### src/verilog/lab4_chip_pkg.sv
`default_nettype none

package lab4_chip_pkg;

	// chip array and serial word
	localparam int NUM_LAB      = 12;
	localparam int SERIAL_WIDTH = 24;
	localparam int SELECT_WIDTH = 4;

	// select that hits every chip
	localparam logic [SELECT_WIDTH-1:0] SELECT_BROADCAST = 4'd15;

	// command word: select above data
	localparam int CMD_WIDTH = SELECT_WIDTH + SERIAL_WIDTH;
	localparam int CMD_DEPTH = 4;

	localparam int CMD_PTR_WIDTH   = $clog2(CMD_DEPTH);
	localparam int CMD_COUNT_WIDTH = $clog2(CMD_DEPTH + 1);
	localparam logic [CMD_PTR_WIDTH-1:0]   CMD_PTR_LAST   = CMD_PTR_WIDTH'(CMD_DEPTH - 1);
	localparam logic [CMD_COUNT_WIDTH-1:0] CMD_COUNT_FULL = CMD_COUNT_WIDTH'(CMD_DEPTH);

	// bit counter of the shifter
	localparam int BIT_COUNT_WIDTH = $clog2(SERIAL_WIDTH);
	localparam logic [BIT_COUNT_WIDTH-1:0] BIT_COUNT_LAST = BIT_COUNT_WIDTH'(SERIAL_WIDTH - 1);

	// shifter states
	localparam int STATE_WIDTH = 2;
	localparam logic [STATE_WIDTH-1:0] ST_IDLE       = 2'd0;
	localparam logic [STATE_WIDTH-1:0] ST_SHIFT_LOW  = 2'd1;
	localparam logic [STATE_WIDTH-1:0] ST_SHIFT_HIGH = 2'd2;
	localparam logic [STATE_WIDTH-1:0] ST_LATCH      = 2'd3;

endpackage

`default_nettype wire

### src/verilog/lab4_bus_pkg.sv
`default_nettype none

package lab4_bus_pkg;

	////////////////////////////////////////////////////////////
	// bus geometry
	////////////////////////////////////////////////////////////

	// byte address, word index in bits 3:2
	localparam int WB_ADR_WIDTH = 4;
	localparam int WB_DAT_WIDTH = 32;

	// word indices
	localparam logic [1:0] REG_CONTROL        = 2'd0;
	localparam logic [1:0] REG_SHIFT_PRESCALE = 2'd1;
	localparam logic [1:0] REG_USER_WRITE     = 2'd2;
	localparam logic [1:0] REG_STATUS_UNUSED  = 2'd3;

	localparam int PRESCALE_WIDTH = 8;

	////////////////////////////////////////////////////////////
	// register word, decoded per address
	////////////////////////////////////////////////////////////

	typedef union packed {
		// control word
		struct packed {
			logic [3:0]  reserved_hi;
			logic [11:0] regclear;
			logic [14:0] reserved_lo;
			logic        serial_reset;
		} ctrl;
		// serial user write word
		struct packed {
			// busy when read back
			logic        go;
			logic        overflow;
			logic [1:0]  reserved;
			logic [3:0]  select;
			logic [23:0] data;
		} user_write;
	} lab4_reg_word_u;

endpackage

`default_nettype wire
### src/verilog/lab4_serial_ctrl.sv
`default_nettype none

module lab4_serial_ctrl (
	input  wire logic                                  clk_i,
	input  wire logic                                  rst_n_i,
	input  wire logic                                  wb_cyc_i,
	input  wire logic                                  wb_stb_i,
	input  wire logic                                  wb_we_i,
	input  wire logic [lab4_bus_pkg::WB_ADR_WIDTH-1:0] wb_adr_i,
	input  wire logic [lab4_bus_pkg::WB_DAT_WIDTH-1:0] wb_dat_i,
	output logic      [lab4_bus_pkg::WB_DAT_WIDTH-1:0] wb_dat_o,
	output logic                                       wb_ack_o,
	output logic      [lab4_chip_pkg::NUM_LAB-1:0]     sin_o,
	output logic      [lab4_chip_pkg::NUM_LAB-1:0]     sclk_o,
	output logic      [lab4_chip_pkg::NUM_LAB-1:0]     pclk_o,
	output logic      [lab4_chip_pkg::NUM_LAB-1:0]     regclear_o
);

	logic [lab4_bus_pkg::PRESCALE_WIDTH-1:0] prescale;
	logic                                    cmd_push;
	logic [lab4_chip_pkg::CMD_WIDTH-1:0]     push_data;
	logic                                    flush;
	logic                                    cmd_pop;
	logic [lab4_chip_pkg::CMD_WIDTH-1:0]     head_data;
	logic                                    cmd_empty;
	logic                                    cmd_full;
	logic                                    engine_busy;

	lab4_reg_bank u_reg_bank (
		.clk_i         (clk_i),
		.rst_n_i       (rst_n_i),
		.wb_cyc_i      (wb_cyc_i),
		.wb_stb_i      (wb_stb_i),
		.wb_we_i       (wb_we_i),
		.wb_adr_i      (wb_adr_i),
		.wb_dat_i      (wb_dat_i),
		.wb_dat_o      (wb_dat_o),
		.wb_ack_o      (wb_ack_o),
		.regclear_o    (regclear_o),
		.prescale_o    (prescale),
		.cmd_push_o    (cmd_push),
		.cmd_data_o    (push_data),
		.flush_o       (flush),
		.cmd_full_i    (cmd_full),
		.cmd_empty_i   (cmd_empty),
		.engine_busy_i (engine_busy)
	);

	lab4_cmd_fifo u_cmd_fifo (
		.clk_i       (clk_i),
		.rst_n_i     (rst_n_i),
		.push_i      (cmd_push),
		.push_data_i (push_data),
		.pop_i       (cmd_pop),
		.flush_i     (flush),
		.data_o      (head_data),
		.empty_o     (cmd_empty),
		.full_o      (cmd_full)
	);

	// flush also aborts a transfer in flight
	lab4_serial_engine u_serial_engine (
		.clk_i       (clk_i),
		.rst_n_i     (rst_n_i),
		.cmd_empty_i (cmd_empty),
		.cmd_data_i  (head_data),
		.cmd_pop_o   (cmd_pop),
		.prescale_i  (prescale),
		.abort_i     (flush),
		.busy_o      (engine_busy),
		.sin_o       (sin_o),
		.sclk_o      (sclk_o),
		.pclk_o      (pclk_o)
	);

endmodule

`default_nettype wire

### src/verilog/lab4_serial_engine.sv
`default_nettype none

module lab4_serial_engine (
	input  wire logic                                    clk_i,
	input  wire logic                                    rst_n_i,
	input  wire logic                                    cmd_empty_i,
	input  wire logic [lab4_chip_pkg::CMD_WIDTH-1:0]     cmd_data_i,
	output logic                                         cmd_pop_o,
	input  wire logic [lab4_bus_pkg::PRESCALE_WIDTH-1:0] prescale_i,
	input  wire logic                                    abort_i,
	output logic                                         busy_o,
	output logic      [lab4_chip_pkg::NUM_LAB-1:0]       sin_o,
	output logic      [lab4_chip_pkg::NUM_LAB-1:0]       sclk_o,
	output logic      [lab4_chip_pkg::NUM_LAB-1:0]       pclk_o
);

	logic [lab4_chip_pkg::STATE_WIDTH-1:0]      state;
	logic [lab4_bus_pkg::PRESCALE_WIDTH-1:0]    presc_cnt;
	logic [lab4_bus_pkg::PRESCALE_WIDTH-1:0]    presc_lat;
	logic [lab4_chip_pkg::BIT_COUNT_WIDTH-1:0]  bit_cnt;
	logic [lab4_chip_pkg::SERIAL_WIDTH-1:0]     shreg;
	logic [lab4_chip_pkg::NUM_LAB-1:0]          chip_en;
	logic [lab4_chip_pkg::NUM_LAB-1:0]          pop_en;
	logic [lab4_chip_pkg::SELECT_WIDTH-1:0]     pop_select;
	logic                                       phase_done;

	assign pop_select = cmd_data_i[lab4_chip_pkg::CMD_WIDTH-1 -: lab4_chip_pkg::SELECT_WIDTH];

	// chip mask of the head command; 12 to 14 hit nothing
	always_comb begin
		for (int i = 0; i < lab4_chip_pkg::NUM_LAB; i++) begin
			pop_en[i] = (pop_select == i[lab4_chip_pkg::SELECT_WIDTH-1:0]) ||
			            (pop_select == lab4_chip_pkg::SELECT_BROADCAST);
		end
	end

	assign cmd_pop_o  = (state == lab4_chip_pkg::ST_IDLE) & ~cmd_empty_i & ~abort_i;
	assign busy_o     = (state != lab4_chip_pkg::ST_IDLE);
	assign phase_done = (presc_cnt == presc_lat);

	// word and mask, loaded at pop
	always_ff @(posedge clk_i) begin
		if (cmd_pop_o) begin
			shreg     <= cmd_data_i[lab4_chip_pkg::SERIAL_WIDTH-1:0];
			chip_en   <= pop_en;
			presc_lat <= prescale_i;
		end else if (state == lab4_chip_pkg::ST_SHIFT_HIGH && phase_done) begin
			shreg <= {shreg[lab4_chip_pkg::SERIAL_WIDTH-2:0], 1'b0};
		end
	end

	////////////////////////////////////////////////////////////
	// FSM, counters and chip pins
	////////////////////////////////////////////////////////////

	always_ff @(posedge clk_i) begin
		if (!rst_n_i || abort_i) begin
			state     <= lab4_chip_pkg::ST_IDLE;
			presc_cnt <= '0;
			bit_cnt   <= '0;
			sin_o     <= '0;
			sclk_o    <= '0;
			pclk_o    <= '0;
		end else begin
			presc_cnt <= phase_done ? '0 : presc_cnt + 1'b1;
			case (state)
				lab4_chip_pkg::ST_IDLE: begin
					presc_cnt <= '0;
					bit_cnt   <= '0;
					if (cmd_pop_o) begin
						// msb on SIN with SCLK low
						sin_o <= pop_en &
						         {lab4_chip_pkg::NUM_LAB{cmd_data_i[lab4_chip_pkg::SERIAL_WIDTH-1]}};
						state <= lab4_chip_pkg::ST_SHIFT_LOW;
					end
				end
				lab4_chip_pkg::ST_SHIFT_LOW: begin
					if (phase_done) begin
						sclk_o <= chip_en;
						state  <= lab4_chip_pkg::ST_SHIFT_HIGH;
					end
				end
				lab4_chip_pkg::ST_SHIFT_HIGH: begin
					if (phase_done) begin
						sclk_o <= '0;
						if (bit_cnt == lab4_chip_pkg::BIT_COUNT_LAST) begin
							sin_o  <= '0;
							pclk_o <= chip_en;
							state  <= lab4_chip_pkg::ST_LATCH;
						end else begin
							// next bit, shreg moves on the same edge
							sin_o   <= chip_en &
							           {lab4_chip_pkg::NUM_LAB{shreg[lab4_chip_pkg::SERIAL_WIDTH-2]}};
							bit_cnt <= bit_cnt + 1'b1;
							state   <= lab4_chip_pkg::ST_SHIFT_LOW;
						end
					end
				end
				default: begin
					// latch pulse, then back to idle
					if (phase_done) begin
						pclk_o <= '0;
						state  <= lab4_chip_pkg::ST_IDLE;
					end
				end
			endcase
		end
	end

endmodule

`default_nettype wire

### src/verilog/lab4_cmd_fifo.sv
`default_nettype none

module lab4_cmd_fifo (
	input  wire logic                                 clk_i,
	input  wire logic                                 rst_n_i,
	input  wire logic                                 push_i,
	input  wire logic [lab4_chip_pkg::CMD_WIDTH-1:0]  push_data_i,
	input  wire logic                                 pop_i,
	input  wire logic                                 flush_i,
	output logic      [lab4_chip_pkg::CMD_WIDTH-1:0]  data_o,
	output logic                                      empty_o,
	output logic                                      full_o
);

	logic [lab4_chip_pkg::CMD_WIDTH-1:0]       mem [lab4_chip_pkg::CMD_DEPTH];
	logic [lab4_chip_pkg::CMD_PTR_WIDTH-1:0]   wr_ptr;
	logic [lab4_chip_pkg::CMD_PTR_WIDTH-1:0]   rd_ptr;
	logic [lab4_chip_pkg::CMD_COUNT_WIDTH-1:0] count;

	// storage, written at the tail
	always_ff @(posedge clk_i) begin
		if (push_i) begin
			mem[wr_ptr] <= push_data_i;
		end
	end

	////////////////////////////////////////////////////////////
	// pointers and fill count
	////////////////////////////////////////////////////////////

	always_ff @(posedge clk_i) begin
		if (!rst_n_i || flush_i) begin
			wr_ptr <= '0;
			rd_ptr <= '0;
			count  <= '0;
		end else begin
			if (push_i) begin
				if (wr_ptr == lab4_chip_pkg::CMD_PTR_LAST) begin
					wr_ptr <= '0;
				end else begin
					wr_ptr <= wr_ptr + 1'b1;
				end
			end
			if (pop_i) begin
				if (rd_ptr == lab4_chip_pkg::CMD_PTR_LAST) begin
					rd_ptr <= '0;
				end else begin
					rd_ptr <= rd_ptr + 1'b1;
				end
			end
			// push and pop together leave the count alone
			if (push_i && !pop_i) begin
				count <= count + 1'b1;
			end else if (pop_i && !push_i) begin
				count <= count - 1'b1;
			end
		end
	end

	// head shown ahead of pop
	assign data_o  = mem[rd_ptr];
	assign empty_o = (count == '0);
	assign full_o  = (count == lab4_chip_pkg::CMD_COUNT_FULL);

endmodule

`default_nettype wire

### src/verilog/lab4_reg_bank.sv
`default_nettype none

module lab4_reg_bank (
	input  wire logic                                   clk_i,
	input  wire logic                                   rst_n_i,
	input  wire logic                                   wb_cyc_i,
	input  wire logic                                   wb_stb_i,
	input  wire logic                                   wb_we_i,
	input  wire logic [lab4_bus_pkg::WB_ADR_WIDTH-1:0]  wb_adr_i,
	input  wire logic [lab4_bus_pkg::WB_DAT_WIDTH-1:0]  wb_dat_i,
	output logic      [lab4_bus_pkg::WB_DAT_WIDTH-1:0]  wb_dat_o,
	output logic                                        wb_ack_o,
	output logic      [lab4_chip_pkg::NUM_LAB-1:0]      regclear_o,
	output logic      [lab4_bus_pkg::PRESCALE_WIDTH-1:0] prescale_o,
	output logic                                        cmd_push_o,
	output logic      [lab4_chip_pkg::CMD_WIDTH-1:0]    cmd_data_o,
	output logic                                        flush_o,
	input  wire logic                                   cmd_full_i,
	input  wire logic                                   cmd_empty_i,
	input  wire logic                                   engine_busy_i
);

	logic                                       ack_q;
	logic                                       req;
	logic                                       wr_req;
	logic [1:0]                                 word_idx;
	lab4_bus_pkg::lab4_reg_word_u               wr_word;
	lab4_bus_pkg::lab4_reg_word_u               rd_word;

	logic [lab4_chip_pkg::NUM_LAB-1:0]          regclear_q;
	logic [lab4_bus_pkg::PRESCALE_WIDTH-1:0]    prescale_q;
	logic [lab4_chip_pkg::SERIAL_WIDTH-1:0]     user_data_q;
	logic [lab4_chip_pkg::SELECT_WIDTH-1:0]     user_select_q;
	logic                                       overflow_q;
	logic                                       serial_busy;

	// new request only, the ack cycle is not a second one
	assign req      = wb_cyc_i & wb_stb_i & ~ack_q;
	assign wr_req   = req & wb_we_i;
	assign word_idx = wb_adr_i[3:2];
	assign wr_word  = wb_dat_i;

	assign serial_busy = ~cmd_empty_i | engine_busy_i;

	////////////////////////////////////////////////////////////
	// write side
	////////////////////////////////////////////////////////////

	always_ff @(posedge clk_i) begin
		if (!rst_n_i) begin
			ack_q      <= 1'b0;
			regclear_q <= '0;
			prescale_q <= '0;
			overflow_q <= 1'b0;
			cmd_push_o <= 1'b0;
			flush_o    <= 1'b0;
		end else begin
			ack_q      <= req;
			cmd_push_o <= 1'b0;
			flush_o    <= 1'b0;
			if (wr_req && word_idx == lab4_bus_pkg::REG_CONTROL) begin
				regclear_q <= wr_word.ctrl.regclear;
				flush_o    <= wr_word.ctrl.serial_reset;
			end
			if (wr_req && word_idx == lab4_bus_pkg::REG_SHIFT_PRESCALE) begin
				prescale_q <= wb_dat_i[lab4_bus_pkg::PRESCALE_WIDTH-1:0];
			end
			// go is queued only while the buffer has room
			if (wr_req && word_idx == lab4_bus_pkg::REG_USER_WRITE && wr_word.user_write.go) begin
				if (cmd_full_i) begin
					overflow_q <= 1'b1;
				end else begin
					cmd_push_o <= 1'b1;
				end
			end
		end
	end

	// last user word and the queued command
	always_ff @(posedge clk_i) begin
		if (wr_req && word_idx == lab4_bus_pkg::REG_USER_WRITE) begin
			user_data_q   <= wr_word.user_write.data;
			user_select_q <= wr_word.user_write.select;
			cmd_data_o    <= {wr_word.user_write.select, wr_word.user_write.data};
		end
	end

	////////////////////////////////////////////////////////////
	// read side
	////////////////////////////////////////////////////////////

	always_comb begin
		rd_word = '0;
		case (word_idx)
			lab4_bus_pkg::REG_CONTROL: begin
				rd_word.ctrl.regclear = regclear_q;
			end
			lab4_bus_pkg::REG_SHIFT_PRESCALE: begin
				rd_word[lab4_bus_pkg::PRESCALE_WIDTH-1:0] = prescale_q;
			end
			lab4_bus_pkg::REG_USER_WRITE: begin
				rd_word.user_write.data     = user_data_q;
				rd_word.user_write.select   = user_select_q;
				rd_word.user_write.overflow = overflow_q;
				rd_word.user_write.go       = serial_busy;
			end
			default: begin
				rd_word = '0;
			end
		endcase
	end

	// data is valid with ack
	always_ff @(posedge clk_i) begin
		if (req) begin
			wb_dat_o <= rd_word;
		end
	end

	assign wb_ack_o   = ack_q;
	assign regclear_o = regclear_q;
	assign prescale_o = prescale_q;

endmodule

`default_nettype wire

### config.mk
export PLATFORM = sky130hd
export DESIGN_NAME = lab4_serial_ctrl
export DESIGN_NICKNAME = d
export VERILOG_FILES = /design/src/verilog/lab4_chip_pkg.sv /design/src/verilog/lab4_bus_pkg.sv /design/src/verilog/lab4_serial_ctrl.sv /design/src/verilog/lab4_serial_engine.sv /design/src/verilog/lab4_cmd_fifo.sv /design/src/verilog/lab4_reg_bank.sv
export SDC_FILE = /design/constraint.sdc
export NUM_CORES = 1
export LEC_CHECK = 0
export BUFFER_PORTS_ARGS = -buffer_cell sky130_fd_sc_hd__buf_2
export CORE_UTILIZATION = 25
export CTS_BUF_LIST = sky130_fd_sc_hd__clkbuf_16
export DETAILED_ROUTE_END_ITERATION = 7
export SYNTH_ARGS = -nofsm -noshare
export SYNTH_HDL_FRONTEND = slang
export SYNTH_SLANG_ARGS = --single-unit
### constraint.sdc
create_clock -name clk_i -period 4.4 [get_ports clk_i]
set_input_delay 0 -clock clk_i [delete_from_list [all_inputs] [get_ports clk_i]]
set_output_delay 0 -clock clk_i [all_outputs]
set_load 0.005 [all_outputs]
==> reports/metrics.csv <==
stage,metric,value,unit
global_routing,first-pass GRT wire length,40400,um
clock_tree,Clock H-tree levels,1,
die,io pins,122,
yosys,prevailing post-synth register cell,edfxtp_1,
clock_tree,post-cts sizing count,0,
routing,DRT Pass-1 Iters,5,
worst_setup_path,delay of the slowest critical-path stage,0.87,ns
placed_design,PortBufs,114,
routing,Total Wirelength,26200,um
worst_setup_path,CP cell instances,nand2b_1 > o31ai_4 > buf_4,
routing,Antenna Nets Post-Route,0,
placed_design,hpwl dp,16600,um
power,switching share of power,27.3,%
routing,DRC,0,
worst_setup_path,"Slowest-stage cell, CP",o31ai_4,
power,Pwr Density,534,mW/mm2
yosys,number of synthesized flops with an enable pin,213,
yosys,Synth warnings,0,
timing,Tightest Pin Transition,1.15,ns
yosys,Post-synth top cells,"213 x edfxtp_1, 84 x dfxtp_1, 52 x nand2_1, 49 x a21oi_1, 31 x clkbuf_1",
clock_tree,clock sink count,297,
yosys,Yosys top cell by area,edfxtp_1,
layout,area growth from synthesis to layout,22.1,%
timing,RSZ-0062 raised after global routing,no,
clock_tree,Inserted Clock Buffers,30,
power,Comb power frac,16.8,%
timing,Final Setup Violations,0,
yosys,synthesis-stage register bit count,297,
worst_setup_path,"Buf+Inv Stages, Crit Path",1,
outcome,status,"complete, no violations",
timing,max frequency,355,MHz
worst_setup_path,Setup Crit Path Kind,register to register,
power,Int Pwr,5500,uW
clock_tree,CTS Root Buffer Type,clkbuf_16,
job,MaxCap Viol Count,0,
global_routing,largest net degree at the start of global routing,36,
global_routing,total congestion overflow,0,
layout,share of layout cells above drive strength 1,24.2,%
yosys,dominant cells by area after synthesis,"edfxtp_1 55%, dfxtp_1 14%, mux4_2 5.2%",
timing,min Tclk post-route,2.82,ns
yosys,asr flop ratio synth,0,%
global_routing,All-Layer GR Usage,11.0,%
power,LEAKAGE,0.00488,uW
clock_tree,Clock transition at path regs,0.06,ns
worst_setup_path,CP Launch Type,register,
worst_setup_path,crit path DAT,3.06,ns
die,core outline area,0.0456,mm2
die,DIE WIDTH,217,um
timing,Final Hold Viols,0,
placed_design,global placement routability congestion,0.783,
clock_tree,CTS tree,done,
layout,diodes inserted,0,
timing,Final Max Tran Viols,0,
yosys,most numerous cell in the Yosys netlist,edfxtp_1,
routing,via count,6886,
yosys,Netlist cell types,51,
yosys,Syn Area/Cell,14.7,um2
clock_tree,Clock Path Buffers,3,
worst_hold_path,Min-Delay Path Class,input pin to register,
clock_tree,Worst-Skew Late Latency,0.58,ns
worst_setup_path,worst endpoint required time,4.64,ns
worst_setup_path,Top delay family on crit path,compound AO/OA/AOI/OAI gates,
power,Switch Pwr,2070,uW
worst_setup_path,Crit Path Max Fanout,26,
power,peak supply drop,0.000307,V
timing,WHS,0.0889,ns
worst_setup_path,Setup crit end kind,register,
power,share of power burned in registers,48.3,%
die,Initial Util,25.5,%
yosys,Syn Inst Count,790,
yosys,Synth top area share,55.1,%
power,clock share of power,34.9,%
routing,routed len/inst,16.8,um
die,# rows,78,
global_routing,initial antenna violation count,0,
routing,First DRT Iteration DRCs,482,
timing,clock skew,0.0220,ns
die,Die H,217,um
routing,via/cell ratio,4.42,
global_routing,vias in the first global route,6911,
yosys,sequential fraction of the synthesis area,69.6,%
layout,# nets final,987,
timing,Slew headroom,23.2,%
timing,Total Neg Setup Slack,0,ns
yosys,cell area after synthesis,0.0116,mm2
layout,Fillers,4471,
die,DIE AREA,0.0473,mm2
timing,final cycle utilization of the critical path,64.1,%
layout by cell type (no fill, tap or decap), drive strengths merged, types with 9 or more instances in the layout:
cell type,netlist,final
a21boi,12,12
o21ai,30,30
a21o,12,12
nor2,29,29
clkinv,1,16
nand2b,15,15
dfxtp,84,84
a21oi,49,49
and2,14,14
clkbuf,31,30
mux2i,11,11
nand3,25,25
mux2,22,22
dlygate4sd3,0,30
xnor2,12,12
and3,9,9
nand2,52,52
ha,11,11
xor2,10,10
edfxtp,213,213
a22oi,11,11
nor2b,21,21
buf,14,126
inv,9,12
a22o,12,12
mux4,28,28
nand4,15,15
power by group through the flow:
stage / clock [uW] / sequential (uW) / combinational [uW]
2_1_floorplan: 0 / 3560 / 978
3_3_place_gp: 0 / 3710 / 1250
4_1_cts: 2720 / 3660 / 1290
6_report: 2640 / 3650 / 1270
3_5_place_dp: 0 / 3710 / 1260
5_1_grt: 2820 / 3690 / 1400
stage by stage:
step                cell area, um2  total power [uW]  instances  util, %  setup slack [ns]
floorplan                    11600              4540        791        -              1.33
global placement             12800              4960       1472     28.2              1.61
detailed placement           12800              4970       1472     28.2              1.59
CTS                          14200              7660       1558     31.1              1.61
global route                 14200              7910       1558     31.1              1.40
finish                       14200              7560       1558     31.1              1.58
layer usage:
| layer | wire [um] | track usage (%) |
|---|---|---|
| met5 | 0 | 0 |
| met4 | 490 | 3.33 |
| met3 | 1210 | 1.66 |
| met2 | 12400 | 18.0 |
| met1 | 12100 | 14.8 |
final cells by class:
class	instances	area, um2	share of cell area [%]
clock buffers	30	751	5.30
clock inverters	26	285	2.01
inverters	10	37.5	0.265
multi-input cells	439	3310	23.4
flip-flops and latches	297	8080	57.0
well taps	600	751	5.30
repair buffers	156	961	6.78
sequential cells by signal, indices dropped and copies added, names as in the netlist, 2 cells and up, named ones only:
name / flops
u_cmd_fifo.wr_ptr: 2
u_serial_engine.sin_o: 12
u_serial_engine.chip_en: 12
u_cmd_fifo.count: 3
u_reg_bank.prescale_o: 8
u_reg_bank.cmd_data_o: 2
u_serial_engine.presc_cnt: 8
u_serial_engine.sclk_o: 12
u_reg_bank.wb_dat_o: 30
u_serial_engine.pclk_o: 12
u_cmd_fifo.rd_ptr: 2
u_reg_bank.user_data_q: 23
u_reg_bank.regclear_o: 12
u_serial_engine.shreg: 23
u_serial_engine.presc_lat: 8
u_reg_bank.user_select_q: 3
u_serial_engine.state: 2
u_serial_engine.bit_cnt: 5
u_cmd_fifo.mem: 112
final timing paths:
path,start,endpoint,slack (ns),cells after the start
setup / recovery,u_serial_engine.state[1]$_SDFFE_PP0P_,u_serial_engine.shreg[18]$_DFFE_PP_,1.58,3
hold / removal,wb_adr_i[3],u_reg_bank.wb_dat_o[7]$_DFFE_PN_,0.09,4
setup reg to reg,u_serial_engine.state[1]$_SDFFE_PP0P_,u_serial_engine.shreg[18]$_DFFE_PP_,1.58,3
hold reg to reg,u_serial_engine.pclk_o[9]$_SDFFE_PP0P_,u_serial_engine.pclk_o[9]$_SDFFE_PP0P_,0.47,2
cells by family (layout without fill, tap and decap cells):
logic type	Yosys count	after routing	share of synthesized area [%]
flops	297	297	69.6
simple gates	201	201	8.95
compound gates	141	141	7.74
mux	61	61	8.55
buf+inv	55	222	2.13
xor+xnor	22	22	1.66
fa+ha+maj	12	12	1.36
other cells	1	2	0.0323
worst min-delay path, delay by kind of cell:
family	cells	cell delay [ns]
adders and majority gates	1	0.22
buffers and inverters	2	0.18
and+or+nand+nor	1	0.15
timing repair:
| action | in CTS | in global routing |
|---|---|---|
| hold endpoints to repair | 52 | 0 |
| hold buffers | 30 | 0 |
| setup buffers | 0 | 0 |
Note: power is estimated with default switching activity, not from simulation.
